### src/slv_guard_pkg.sv
////////////////////////////////////////
// Shared types and constants for the
// subordinate guard. Every design file
// refers to these by scoped name.
////////////////////////////////////////

`default_nettype none

package slv_guard_pkg;

  // Guard sizing
  localparam int unsigned CntWidth     = 12;
  localparam int unsigned MaxTxns      = 4;
  localparam int unsigned PrescalerDiv = 4;
  localparam int unsigned PtrWidth     = (MaxTxns > 1) ? $clog2(MaxTxns) : 1;
  localparam int unsigned PreWidth     = (PrescalerDiv > 1) ? $clog2(PrescalerDiv) : 1;

  typedef logic [15:0]         addr_t;
  typedef logic [31:0]         data_t;
  typedef logic [3:0]          strb_t;
  typedef logic [CntWidth-1:0] cnt_t;
  typedef logic [PtrWidth-1:0] ptr_t;
  typedef logic [PtrWidth:0]   fill_t;
  typedef logic [PreWidth-1:0] pre_t;

  localparam ptr_t  PtrLast   = ptr_t'(MaxTxns - 1);
  localparam fill_t FillMax   = fill_t'(MaxTxns);
  localparam pre_t  PreLast   = pre_t'(PrescalerDiv - 1);
  localparam cnt_t  BudgetRst = cnt_t'(12'h010);

  // Register map, byte offsets
  localparam logic [3:0] RegBudgetWr = 4'h0;
  localparam logic [3:0] RegBudgetRd = 4'h4;
  localparam logic [3:0] RegStatus   = 4'h8;
  localparam logic [3:0] RegIrqAddr  = 4'hC;

  // Write address and data share one channel
  typedef struct packed {
    addr_t addr;
    data_t data;
    strb_t strb;
  } wr_chan_t;

  typedef struct packed {
    addr_t addr;
  } rd_chan_t;

  typedef struct packed {
    logic     wr_valid;
    wr_chan_t wr;
    logic     rd_valid;
    rd_chan_t rd;
    logic     b_ready;
    logic     r_ready;
  } bus_req_t;

  typedef struct packed {
    logic  wr_ready;
    logic  rd_ready;
    logic  b_valid;
    logic  r_valid;
    data_t r_data;
  } bus_rsp_t;

  typedef struct packed {
    logic       valid;
    logic       write;
    logic [3:0] addr;
    data_t      wdata;
  } reg_req_t;

  typedef struct packed {
    logic  ready;
    data_t rdata;
  } reg_rsp_t;

  typedef struct packed {
    cnt_t budget_wr;
    cnt_t budget_rd;
  } reg2hw_t;

  typedef struct packed {
    logic  overrun;
    addr_t addr;
  } guard_evt_t;

endpackage

`default_nettype wire
### src/slv_guard_top.sv
////////////////////////////////////////
// Subordinate guard top level. Sits
// between a manager and one subordinate,
// times writes and reads separately and
// cuts the subordinate off once a
// response runs past its budget.
////////////////////////////////////////

`timescale 1ns/1ps
`default_nettype none

module slv_guard_top (
  input  logic                    clk_i,
  input  logic                    rst_i,
  input  logic                    guard_ena_i,
  input  slv_guard_pkg::bus_req_t req_i,
  output slv_guard_pkg::bus_rsp_t rsp_o,
  output slv_guard_pkg::bus_req_t req_o,
  input  slv_guard_pkg::bus_rsp_t rsp_i,
  input  slv_guard_pkg::reg_req_t reg_req_i,
  output slv_guard_pkg::reg_rsp_t reg_rsp_o,
  output logic                    irq_o,
  output logic                    rst_req_o,
  input  logic                    rst_stat_i
);

  slv_guard_pkg::reg2hw_t    reg2hw;
  slv_guard_pkg::guard_evt_t wr_evt;
  slv_guard_pkg::guard_evt_t rd_evt;

  logic wr_enqueue, rd_enqueue;
  logic wr_deq, rd_deq;
  logic wr_full, rd_full;
  logic wr_overrun, rd_overrun;
  logic overrun;

  slv_guard_regs i_regs (
    .clk_i     ( clk_i     ),
    .rst_i     ( rst_i     ),
    .reg_req_i ( reg_req_i ),
    .reg_rsp_o ( reg_rsp_o ),
    .wr_evt_i  ( wr_evt    ),
    .rd_evt_i  ( rd_evt    ),
    .reg2hw_o  ( reg2hw    )
  );

  assign overrun   = wr_overrun | rd_overrun;
  assign irq_o     = overrun;
  assign rst_req_o = overrun;

  // Bus path, combinational unless a guard intervenes
  always_comb begin : proc_output_txn
    req_o      = req_i;
    rsp_o      = rsp_i;
    wr_enqueue = 1'b0;
    rd_enqueue = 1'b0;
    if (guard_ena_i) begin
      // Hold off new requests while the table is full
      if (wr_full) begin
        req_o.wr_valid = 1'b0;
        rsp_o.wr_ready = 1'b0;
      end
      if (rd_full) begin
        req_o.rd_valid = 1'b0;
        rsp_o.rd_ready = 1'b0;
      end
      wr_enqueue = req_i.wr_valid && rsp_o.wr_ready;
      rd_enqueue = req_i.rd_valid && rsp_o.rd_ready;
      // Isolate the subordinate until its reset is reported
      if (overrun) begin
        req_o      = '0;
        rsp_o      = '0;
        wr_enqueue = 1'b0;
        rd_enqueue = 1'b0;
      end
    end
  end

  // Response transfers as seen by the manager
  assign wr_deq = rsp_o.b_valid && req_o.b_ready;
  assign rd_deq = rsp_o.r_valid && req_o.r_ready;

  txn_guard #(
    .meta_t ( slv_guard_pkg::wr_chan_t )
  ) i_write_guard (
    .clk_i         ( clk_i            ),
    .rst_i         ( rst_i            ),
    .enq_i         ( wr_enqueue       ),
    .meta_i        ( req_i.wr         ),
    .deq_i         ( wr_deq           ),
    .budget_i      ( reg2hw.budget_wr ),
    .reset_clear_i ( rst_stat_i       ),
    .full_o        ( wr_full          ),
    .overrun_o     ( wr_overrun       ),
    .evt_o         ( wr_evt           )
  );

  txn_guard #(
    .meta_t ( slv_guard_pkg::rd_chan_t )
  ) i_read_guard (
    .clk_i         ( clk_i            ),
    .rst_i         ( rst_i            ),
    .enq_i         ( rd_enqueue       ),
    .meta_i        ( req_i.rd         ),
    .deq_i         ( rd_deq           ),
    .budget_i      ( reg2hw.budget_rd ),
    .reset_clear_i ( rst_stat_i       ),
    .full_o        ( rd_full          ),
    .overrun_o     ( rd_overrun       ),
    .evt_o         ( rd_evt           )
  );

endmodule

`default_nettype wire

### src/txn_guard.sv
////////////////////////////////////////
// Latency guard for one bus direction.
// Tracks accepted requests in order,
// ages the oldest in prescaled ticks and
// flags it once it exceeds the budget.
// Instantiate once per direction with
// that direction's channel payload.
////////////////////////////////////////

`timescale 1ns/1ps
`default_nettype none

module txn_guard #(
  // Channel payload, needs an addr field
  parameter type meta_t = slv_guard_pkg::rd_chan_t
) (
  input  logic                      clk_i,
  input  logic                      rst_i,
  input  logic                      enq_i,
  input  meta_t                     meta_i,
  input  logic                      deq_i,
  input  slv_guard_pkg::cnt_t       budget_i,
  input  logic                      reset_clear_i,
  output logic                      full_o,
  output logic                      overrun_o,
  output slv_guard_pkg::guard_evt_t evt_o
);

  typedef struct packed {
    slv_guard_pkg::cnt_t  start;
    slv_guard_pkg::addr_t addr;
  } entry_t;

  slv_guard_pkg::pre_t  pre_q;
  logic                 tick;
  slv_guard_pkg::cnt_t  now_q;

  entry_t [slv_guard_pkg::MaxTxns-1:0] txn_q;
  slv_guard_pkg::ptr_t  head_q;
  slv_guard_pkg::ptr_t  tail_q;
  slv_guard_pkg::fill_t fill_q;

  logic                 push;
  logic                 pop;
  logic                 busy;
  slv_guard_pkg::cnt_t  age;
  logic                 detect;
  logic                 overrun_q;

  function automatic slv_guard_pkg::ptr_t ptr_next(input slv_guard_pkg::ptr_t p);
    return (p == slv_guard_pkg::PtrLast) ? '0 : p + 1'b1;
  endfunction

  // Prescaler and free-running tick counter
  assign tick = (pre_q == slv_guard_pkg::PreLast);

  always_ff @(posedge clk_i) begin
    if (rst_i) begin
      pre_q <= '0;
      now_q <= '0;
    end else if (tick) begin
      pre_q <= '0;
      now_q <= now_q + 1'b1;
    end else begin
      pre_q <= pre_q + 1'b1;
    end
  end

  assign busy   = (fill_q != '0);
  assign full_o = (fill_q == slv_guard_pkg::FillMax);
  assign push   = enq_i && !full_o;
  assign pop    = deq_i && busy;

  // Entry payload, written at the tail
  always_ff @(posedge clk_i) begin
    if (push) begin
      txn_q[tail_q].start <= now_q;
      txn_q[tail_q].addr  <= meta_i.addr;
    end
  end

  always_ff @(posedge clk_i) begin
    if (rst_i || reset_clear_i) begin
      head_q <= '0;
      tail_q <= '0;
      fill_q <= '0;
    end else begin
      if (push) begin
        tail_q <= ptr_next(tail_q);
      end
      if (pop) begin
        head_q <= ptr_next(head_q);
      end
      case ({push, pop})
        2'b10:   fill_q <= fill_q + 1'b1;
        2'b01:   fill_q <= fill_q - 1'b1;
        default: fill_q <= fill_q;
      endcase
    end
  end

  // Head is always the oldest entry; modulo age survives counter wrap
  assign age    = now_q - txn_q[head_q].start;
  assign detect = busy && (age > budget_i) && !overrun_q;

  always_ff @(posedge clk_i) begin
    if (rst_i || reset_clear_i) begin
      overrun_q <= 1'b0;
    end else if (detect) begin
      overrun_q <= 1'b1;
    end
  end

  assign overrun_o     = overrun_q;
  assign evt_o.overrun = detect;
  assign evt_o.addr    = txn_q[head_q].addr;

endmodule

`default_nettype wire

### src/slv_guard_regs.sv
////////////////////////////////////////
// Configuration and status registers
// of the subordinate guard. Accesses on
// the register bus answer one cycle
// after the request strobe.
////////////////////////////////////////

`timescale 1ns/1ps
`default_nettype none

module slv_guard_regs (
  input  logic                      clk_i,
  input  logic                      rst_i,
  input  slv_guard_pkg::reg_req_t   reg_req_i,
  output slv_guard_pkg::reg_rsp_t   reg_rsp_o,
  input  slv_guard_pkg::guard_evt_t wr_evt_i,
  input  slv_guard_pkg::guard_evt_t rd_evt_i,
  output slv_guard_pkg::reg2hw_t    reg2hw_o
);

  slv_guard_pkg::reg2hw_t budget_q;
  logic [1:0]             status_q;
  logic [1:0]             status_clr;
  slv_guard_pkg::addr_t   irq_addr_q;
  logic                   ready_q;
  slv_guard_pkg::data_t   rdata_q;
  slv_guard_pkg::data_t   rdata_d;
  logic                   wr_acc;

  assign wr_acc = reg_req_i.valid && reg_req_i.write;

  // Write one to clear
  assign status_clr = (wr_acc && (reg_req_i.addr == slv_guard_pkg::RegStatus)) ?
                      reg_req_i.wdata[1:0] : 2'b00;

  // Read mux, unknown offsets give zero
  always_comb begin
    rdata_d = '0;
    if (!reg_req_i.write) begin
      case (reg_req_i.addr)
        slv_guard_pkg::RegBudgetWr: rdata_d = slv_guard_pkg::data_t'(budget_q.budget_wr);
        slv_guard_pkg::RegBudgetRd: rdata_d = slv_guard_pkg::data_t'(budget_q.budget_rd);
        slv_guard_pkg::RegStatus:   rdata_d = slv_guard_pkg::data_t'(status_q);
        slv_guard_pkg::RegIrqAddr:  rdata_d = slv_guard_pkg::data_t'(irq_addr_q);
        default:                    rdata_d = '0;
      endcase
    end
  end

  always_ff @(posedge clk_i) begin
    if (rst_i) begin
      budget_q.budget_wr <= slv_guard_pkg::BudgetRst;
      budget_q.budget_rd <= slv_guard_pkg::BudgetRst;
    end else if (wr_acc) begin
      if (reg_req_i.addr == slv_guard_pkg::RegBudgetWr) begin
        budget_q.budget_wr <= slv_guard_pkg::cnt_t'(reg_req_i.wdata);
      end
      if (reg_req_i.addr == slv_guard_pkg::RegBudgetRd) begin
        budget_q.budget_rd <= slv_guard_pkg::cnt_t'(reg_req_i.wdata);
      end
    end
  end

  // Sticky status, a new event beats a clear in the same cycle
  always_ff @(posedge clk_i) begin
    if (rst_i) begin
      status_q   <= 2'b00;
      irq_addr_q <= '0;
    end else begin
      status_q <= (status_q & ~status_clr) | {rd_evt_i.overrun, wr_evt_i.overrun};
      if (wr_evt_i.overrun) begin
        irq_addr_q <= wr_evt_i.addr;
      end else if (rd_evt_i.overrun) begin
        irq_addr_q <= rd_evt_i.addr;
      end
    end
  end

  always_ff @(posedge clk_i) begin
    if (rst_i) begin
      ready_q <= 1'b0;
    end else begin
      ready_q <= reg_req_i.valid;
    end
  end

  always_ff @(posedge clk_i) begin
    if (reg_req_i.valid) begin
      rdata_q <= rdata_d;
    end
  end

  assign reg_rsp_o.ready = ready_q;
  assign reg_rsp_o.rdata = rdata_q;
  assign reg2hw_o        = budget_q;

endmodule

`default_nettype wire

### config.mk
export PLATFORM = sky130hd
export DESIGN_NAME = slv_guard_top
export DESIGN_NICKNAME = d
export VERILOG_FILES = /design/src/slv_guard_pkg.sv /design/src/slv_guard_top.sv /design/src/txn_guard.sv /design/src/slv_guard_regs.sv
export SDC_FILE = /design/constraint.sdc
export NUM_CORES = 1
export LEC_CHECK = 0
export BUFFER_PORTS_ARGS = -buffer_cell sky130_fd_sc_hd__buf_2
export CAP_MARGIN = 10
export CORE_MARGIN = 2
export CORE_UTILIZATION = 35
export CTS_CLUSTER_DIAMETER = 50
export DETAILED_ROUTE_END_ITERATION = 7
export GPL_ROUTABILITY_DRIVEN = 0
export GPL_TIMING_DRIVEN = 0
export PLACE_DENSITY_LB_ADDON = 0.12
export RECOVER_POWER = 25
export SYNTH_ARGS = -nofsm -noshare
export SYNTH_HDL_FRONTEND = slang
export SYNTH_HIERARCHICAL = 1
export SYNTH_SLANG_ARGS = --single-unit
### constraint.sdc
create_clock -name clk_i -period 4.4 [get_ports clk_i]
set_input_delay 0.66 -clock clk_i [delete_from_list [all_inputs] [get_ports clk_i]]
set_output_delay 0.66 -clock clk_i [all_outputs]
set_load 0.03 [all_outputs]
Yosys cells after proc, flatten, opt, wreduce, memory -nomap -nowiden
Cells that the tools add are included.
{"block": "op_classes", "n_addsub": 14, "order_cmp": 8, "n_eq_ne": 15, "muxes": 40, "bitwise": 4, "n_reduce_logical": 31}
{"cell": "$bwmux 112", "n": 4}
{"cell": "$demux 28 s2", "n": 4}
{"cell": "$mux 72", "n": 2}
{"cell": "$bmux 28 s2", "n": 2}
{"cell": "$mux 28", "n": 4}
{"cell": "$mux 36", "n": 2}
{"cell": "$mux 16", "n": 4}
{"cell": "$pmux 16 s4", "n": 1}
{"cell": "$add 12x1->12 const B", "n": 2}
{"cell": "$gt 12x12->1", "n": 2}
{"cell": "$sub 12x12->12", "n": 2}
{"cell": "$eq 2x2->1 const B", "n": 8}
{"cell": "$logic_and 1x1->1", "n": 16}
{"cell": "$add 2x1->2 const B", "n": 6}
{"cell": "$lt 2x3->1 const B", "n": 4}
{"cell": "$pmux 3 s2", "n": 2}
{"cell": "$mux 1", "n": 10}
{"cell": "$mux 2", "n": 5}
{"cell": "$eq 4x4->1 const B", "n": 2}
{"cell": "$add 3x1->3 const B", "n": 2}
{"cell": "$eq 3x3->1 const B", "n": 2}
{"cell": "$reduce_bool 2->1", "n": 3}
{"cell": "$reduce_bool 3->1", "n": 2}
{"cell": "$sub 3x1->3 const B", "n": 2}
{"cell": "12 further kinds", "n": 19}
{"block": "word_totals", "ff_bits": 343, "in_bits": 150, "out_inout_bits": 143, "word_cells": 146}

Depth between registers and ports, before layout
{"block": "depth", "word_depth": 9, "depth_mapped": 22}

Modules after synthesis
The synthesis kept the hierarchy.
{"module": "txn_guard at i_write_guard", "instances": 1, "cells_per_inst": 444, "area_per_inst_um2": 6349.8, "seq_area_each_um2": 3803.6}
{"module": "txn_guard at i_read_guard", "instances": 1, "cells_per_inst": 448, "area_per_inst_um2": 6329.8, "seq_area_each_um2": 3803.6}
{"module": "slv_guard_regs", "instances": 1, "cells_per_inst": 287, "area_per_inst_um2": 2859.0, "seq_area_each_um2": 1341.3}
{"module": "slv_guard_top", "instances": 1, "cells_per_inst": 131, "area_per_inst_um2": 843.3, "seq_area_each_um2": 0.0}

Worst setup path before layout
No wires, ideal clock.
{"block": "synth_path", "path_kind": "register to register", "start": "register i_read_guard.head_q[1]", "end": "register i_regs.irq_addr_q[10]", "setup_ns": 0.132, "arrival_ns": 4.258, "slack_ns": 0.010, "path_stages_with_launch": 23, "path_buffers": 5, "path_cell_list": "dfxtp_1 > buf_2 > buf_2 > mux4_2 > ha_1 > inv_1 > fa_1 > a21oi_1 > o211ai_1 > a221oi_1 > o31ai_1 > xor2_1 > ha_1 > nand4_1 > nor4_1 > or3_1 > a31oi_1 > buf_4 > buf_2 > buf_2 > mux2_2 > nand2_1 > a21oi_1"}
{"block": "synth_via", "elab_chain_cells": 7, "word_cells_on_any_way": 9, "classes_between": "add/sub (1); order compare (1); mux (4); reduce/logical (3)"}
{"item": "from (decl)", "line_no": "txn_guard.sv:39", "text": "slv_guard_pkg::ptr_t head_q;"}
{"item": "from (signal assigned)", "line_no": "txn_guard.sv:92", "text": "head_q <= ptr_next(head_q);"}
{"item": "$bmux 28 s2", "line_no": "txn_guard.sv:103", "text": "assign age = now_q - txn_q[head_q].start;"}
{"item": "$mux 28 (not written as such)", "line_no": "txn_guard.sv:116", "text": "assign evt_o.addr = txn_q[head_q].addr;"}
{"item": "$sub 12x12->12", "line_no": "txn_guard.sv:103"}
{"item": "$gt 12x12->1", "line_no": "txn_guard.sv:104", "text": "assign detect = busy && (age > budget_i) && !overrun_q;"}
{"item": "$logic_and 1x1->1 (2 in a row)", "line_no": "txn_guard.sv:104"}
{"item": "net i_read_guard.detect", "line_no": "txn_guard.sv:47", "text": "logic detect;"}
{"item": "$reduce_bool 2->1 (no source line)"}
{"item": "to (signal assigned)", "line_no": "slv_guard_regs.sv:72", "text": "irq_addr_q <= wr_evt_i.addr;"}
{"item": "to (signal assigned)", "line_no": "slv_guard_regs.sv:74", "text": "irq_addr_q <= rd_evt_i.addr;"}
{"item": "to (decl)", "line_no": "slv_guard_regs.sv:24", "text": "slv_guard_pkg::addr_t irq_addr_q;"}
The timed path passes the listed nets, and every way through them passes these cells. The select of a mux whose other input is x is not followed.
A chain may end at the register's enable or synchronous reset.

Worst setup path after layout
{"block": "layout_path", "start": "register i_read_guard.head_q[0]", "end": "register i_regs.irq_addr_q[2]"}
Same word-level chain as after synthesis.

==> impl_metrics.toml <==
[outcome]
outcome = "finished, final reports clean"

[hold_path]
hp-class = "input port to flop"
holdPathEnd = "i_regs/reg2hw_o[16]"
hold_depth = 3
hp-start = "reg_req_i[4]"

[synth]
syn_area_um2 = 16400
ys_warn_count = 6
synth_common_cells = "and2_1, edfxtp_1, dfxtp_1, nand2_1"
avgSynthCellArea_um2 = 12.5
synth_ff_type = "edfxtp_1"
seq_area_frac_synth_pct = 54.6
ys_types = 67
synth_edf_count = 240
ys_seq_elements = 327
synth_top_area_share_pct = 44.0
synthTopCellsByArea = "edfxtp_1, dfxtp_1, and2_1, mux4_2, ha_1"
yosysTopAreaCell = "edfxtp_1"
syn_inst = 1310
synth_async_sr_flop_share_pct = 0

[worst_setup_path]
path_delay_family = "compound AO/OA/AOI/OAI gates"
crit_slowest_cell = "or3_1"
cp_max_fo = 7
path_buf_inv = 4
crit_arrival_ns = 4.74
r2r_end = "i_regs/irq_addr_q[2]"
ff2ff_setup_slack_ns = 0.07
worstSetupEndpointType = "flop"
r2r-start = "i_read_guard/head_q[0]"
rr_worst_depth = 20
cp.required_ns = 4.81
crit_type = "flop to flop"
path_cells = "buf_12 -> mux4_2 -> ha_4 -> inv_2 -> fa_2 -> a21oi_4 -> o211ai_1 -> a221oi_2 -> o31ai_1 -> xor2_1 -> ha_1 -> nand4_1 -> nor4_2 -> or3_1 -> a31oi_1 -> buf_4 -> buf_6 -> mux2_4 -> nand2_2 -> a21oi_1"
critPathMaxStageDelay_ns = 0.39
critPathLaunchType = "flop"

[clock_network]
cts_sinks = 327
root_buffer = "clkbuf_16"
holdBufCountCts = 0
clkLatencyLatePin_ns = 0.56
cts_made_buffers = 40
h-tree-depth = 2
clockBufferDepth = 3
path_clk_slew_ns = 0.06
cts_tree = "done"

[floorplan]
die_h_um = 220
die_x_um = 220
dieArea_um2 = 48600
row_count = 79
ios = 293
core_area_um2 = 46400
initial_utilization_pct = 35.3

[power]
seq_power_share_pct = 46.0
power_leakage_nw = 8.09
clockPowerShare_pct = 45.6
powerDensity_nw_per_um2 = 356
p_sw_share_pct = 23.6
peakVddDrop_mv = 0.213
p_int_w = 0.00554
power_frac_comb_pct = 8.4
p_total_w = 0.00725
switching_power_w = 0.00171

[final_layout]
syn_to_final_growth_pct = 24.5
drive_above_1_share_pct = 32.5
stdcell_area_um2 = 20400
fin_util_pct = 44.0
n_antenna_cell = 0
fin_nets = 1861
layout.cells.non_filler = 2282

[detailed_routing]
drc = 0
antenna_left = 0
via_per_inst = 4.80
first_iter_violations = 634
first_pass_iters = 5
wl_per_cell_um = 19.1
vias = 11000
drt-total-wl_um = 43600

[timing]
timing.fmax_ghz = 0.231
hold_ws_ns = 0.422
slew_viol_final = 0
hold_viol = 0
setup_viol = 0
worst_slew_pin_slew_ns = 1.17
rsz0062_at_grt = "true"
slew_headroom_pct = 22.3
finClkSkew_ns = 0.0153
finalCritPeriodShare_pct = 98.5
period_needed_ns = 4.33

[placed_design]
placed_cell_area_um2 = 18500
portBuffers = 254
place_hpwl_um = 31300
placedCellCount = 2186

[run]
drv_cap = 0

[global_route]
track_usage_pct = 18.0
grt_pass1_wl_um = 64600
grt_pass1_vias = 10900
overflow = 0
grt_max_degree = 29
antenna_found_initial = 0
## sequential cells by signal (all words and copies together), names as in the netlist, 3 cells and up
signal and flops:
i_read_guard/fill_q 3, i_read_guard/now_q 12, i_read_guard/txn_q 112, i_regs/irq_addr_q 16
i_regs/rdata_q 16, i_regs/reg2hw_o 24, i_write_guard/fill_q 3, i_write_guard/now_q 12
i_write_guard/txn_q 112
## power groups by stage
stage                     Clock, W  Combinational [W]  Sequential [W]
final                      0.00331           0.000608         0.00334
after floorplan                  0           0.000364         0.00341
after CTS                  0.00339           0.000598         0.00334
after global placement           0           0.000591         0.00340
after global routing       0.00351           0.000658         0.00334
after detailed placement         0           0.000592         0.00341
## per-layer routing
| metal | vias to the layer above | share of wire (%) | track usage, % |
|---|---|---|---|
| met5 | - | 0 | 0 |
| met1 | 5268 | 44 | 23.4 |
| met4 | 0 | 2.4 | 6.00 |
| met2 | 352 | 48 | 30.4 |
| met3 | 54 | 5.1 | 3.01 |
| li1 | 5291 | - | - |
## cells by family (layout without fill, tap and decap cells)
group           count (synthesis)  after routing  synth area share (%)
compound gates                120            120                  4.76
xor+xnor                       44             44                  2.35
fa+ha+maj                      68             68                  5.38
buf+inv                       147            497                  4.41
flops                         327            327                  54.6
mux                           111            111                  11.2
other cells                     1             16                0.0229
simple gates                  492            492                  17.2
## timing repair
| item | CTS | global route |
|---|---|---|
| gates resized for setup | 45 | 70 |
| pin swaps | 11 | 49 |
| gates cloned | 0 | 1 |
| setup endpoints to repair | 20 | 17 |
| buffers inserted | 7 | 16 |
## worst max-delay path by stage
stage | depth (start not counted) | slack (ns) | endpoint | from
after floorplan | 22 | 0.01 | i_regs/irq_addr_q[10] | i_read_guard/head_q[1]
after global placement | 22 | -1.00 | i_regs/irq_addr_q[10] | i_read_guard/head_q[1]
after detailed placement | 22 | -0.99 | i_regs/irq_addr_q[13] | i_read_guard/head_q[1]
after CTS | 19 | 0.008 | i_regs/irq_addr_q[15] | i_read_guard/head_q[0]
after global routing | 19 | -0.14 | i_regs/irq_addr_q[14] | i_read_guard/head_q[0]
final | 20 | 0.07 | i_regs/irq_addr_q[2] | i_read_guard/head_q[0]
## layout make-up
class	instances	area [um2]
Fill cell	4283	26000
Sequential cell	327	8960
Multi-Input combinational cell	851	7060
Timing Repair Buffer	278	1490
Clock buffer	51	1080
Tap cell	607	759
Buffer	75	543
Inverter	70	268
Clock inverter	23	240
## placed cells by master, fill, tap and decap left out, drive strengths merged, types with 4 or more instances in the layout
| cell | n |
|---|---|
| mux2i | 32 |
| and2 | 248 |
| mux2 | 23 |
| xnor2 | 17 |
| nor3b | 4 |
| edfxtp | 240 |
| o21ai | 12 |
| nand3 | 12 |
| a21oi | 53 |
| nor3 | 10 |
| mux4 | 56 |
| a22oi | 7 |
| nand4 | 11 |
| xor2 | 27 |
| nand2 | 71 |
| a21o | 11 |
| nor2 | 56 |
| conb | 16 |
| a211oi | 4 |
| ha | 64 |
| and3 | 18 |
| buf | 320 |
| dfxtp | 87 |
| bufinv | 4 |
| o211ai | 4 |
| or3 | 8 |
| nor2b | 6 |
| inv | 72 |
| a31oi | 5 |
| fa | 4 |
| clkinv | 16 |
| clkbuf | 84 |
| nand2b | 37 |
## stage by stage
step / setup slack, ns / TNS [ns]
finish: 0.0677 / 0
global route: -0.137 / -1.90
CTS: 0.00819 / 0
detailed placement: -0.991 / -15.03
global placement: -1.00 / -15.17
floorplan: 0.00998 / 0
## worst reg2reg max path, delay by kind of cell (launching register included)
kind | cells | cell delay [ns]
xor gates and xnor gates | 1 | 0.18
adders and majority gates | 3 | 0.84
DFF | 1 | 0.37
muxes | 2 | 0.67
AOI/OAI and AO/OA | 6 | 0.89
buffers and inverters | 4 | 0.50
and+or+nand+nor | 4 | 0.71
Power figures use the tool's default switching activity.
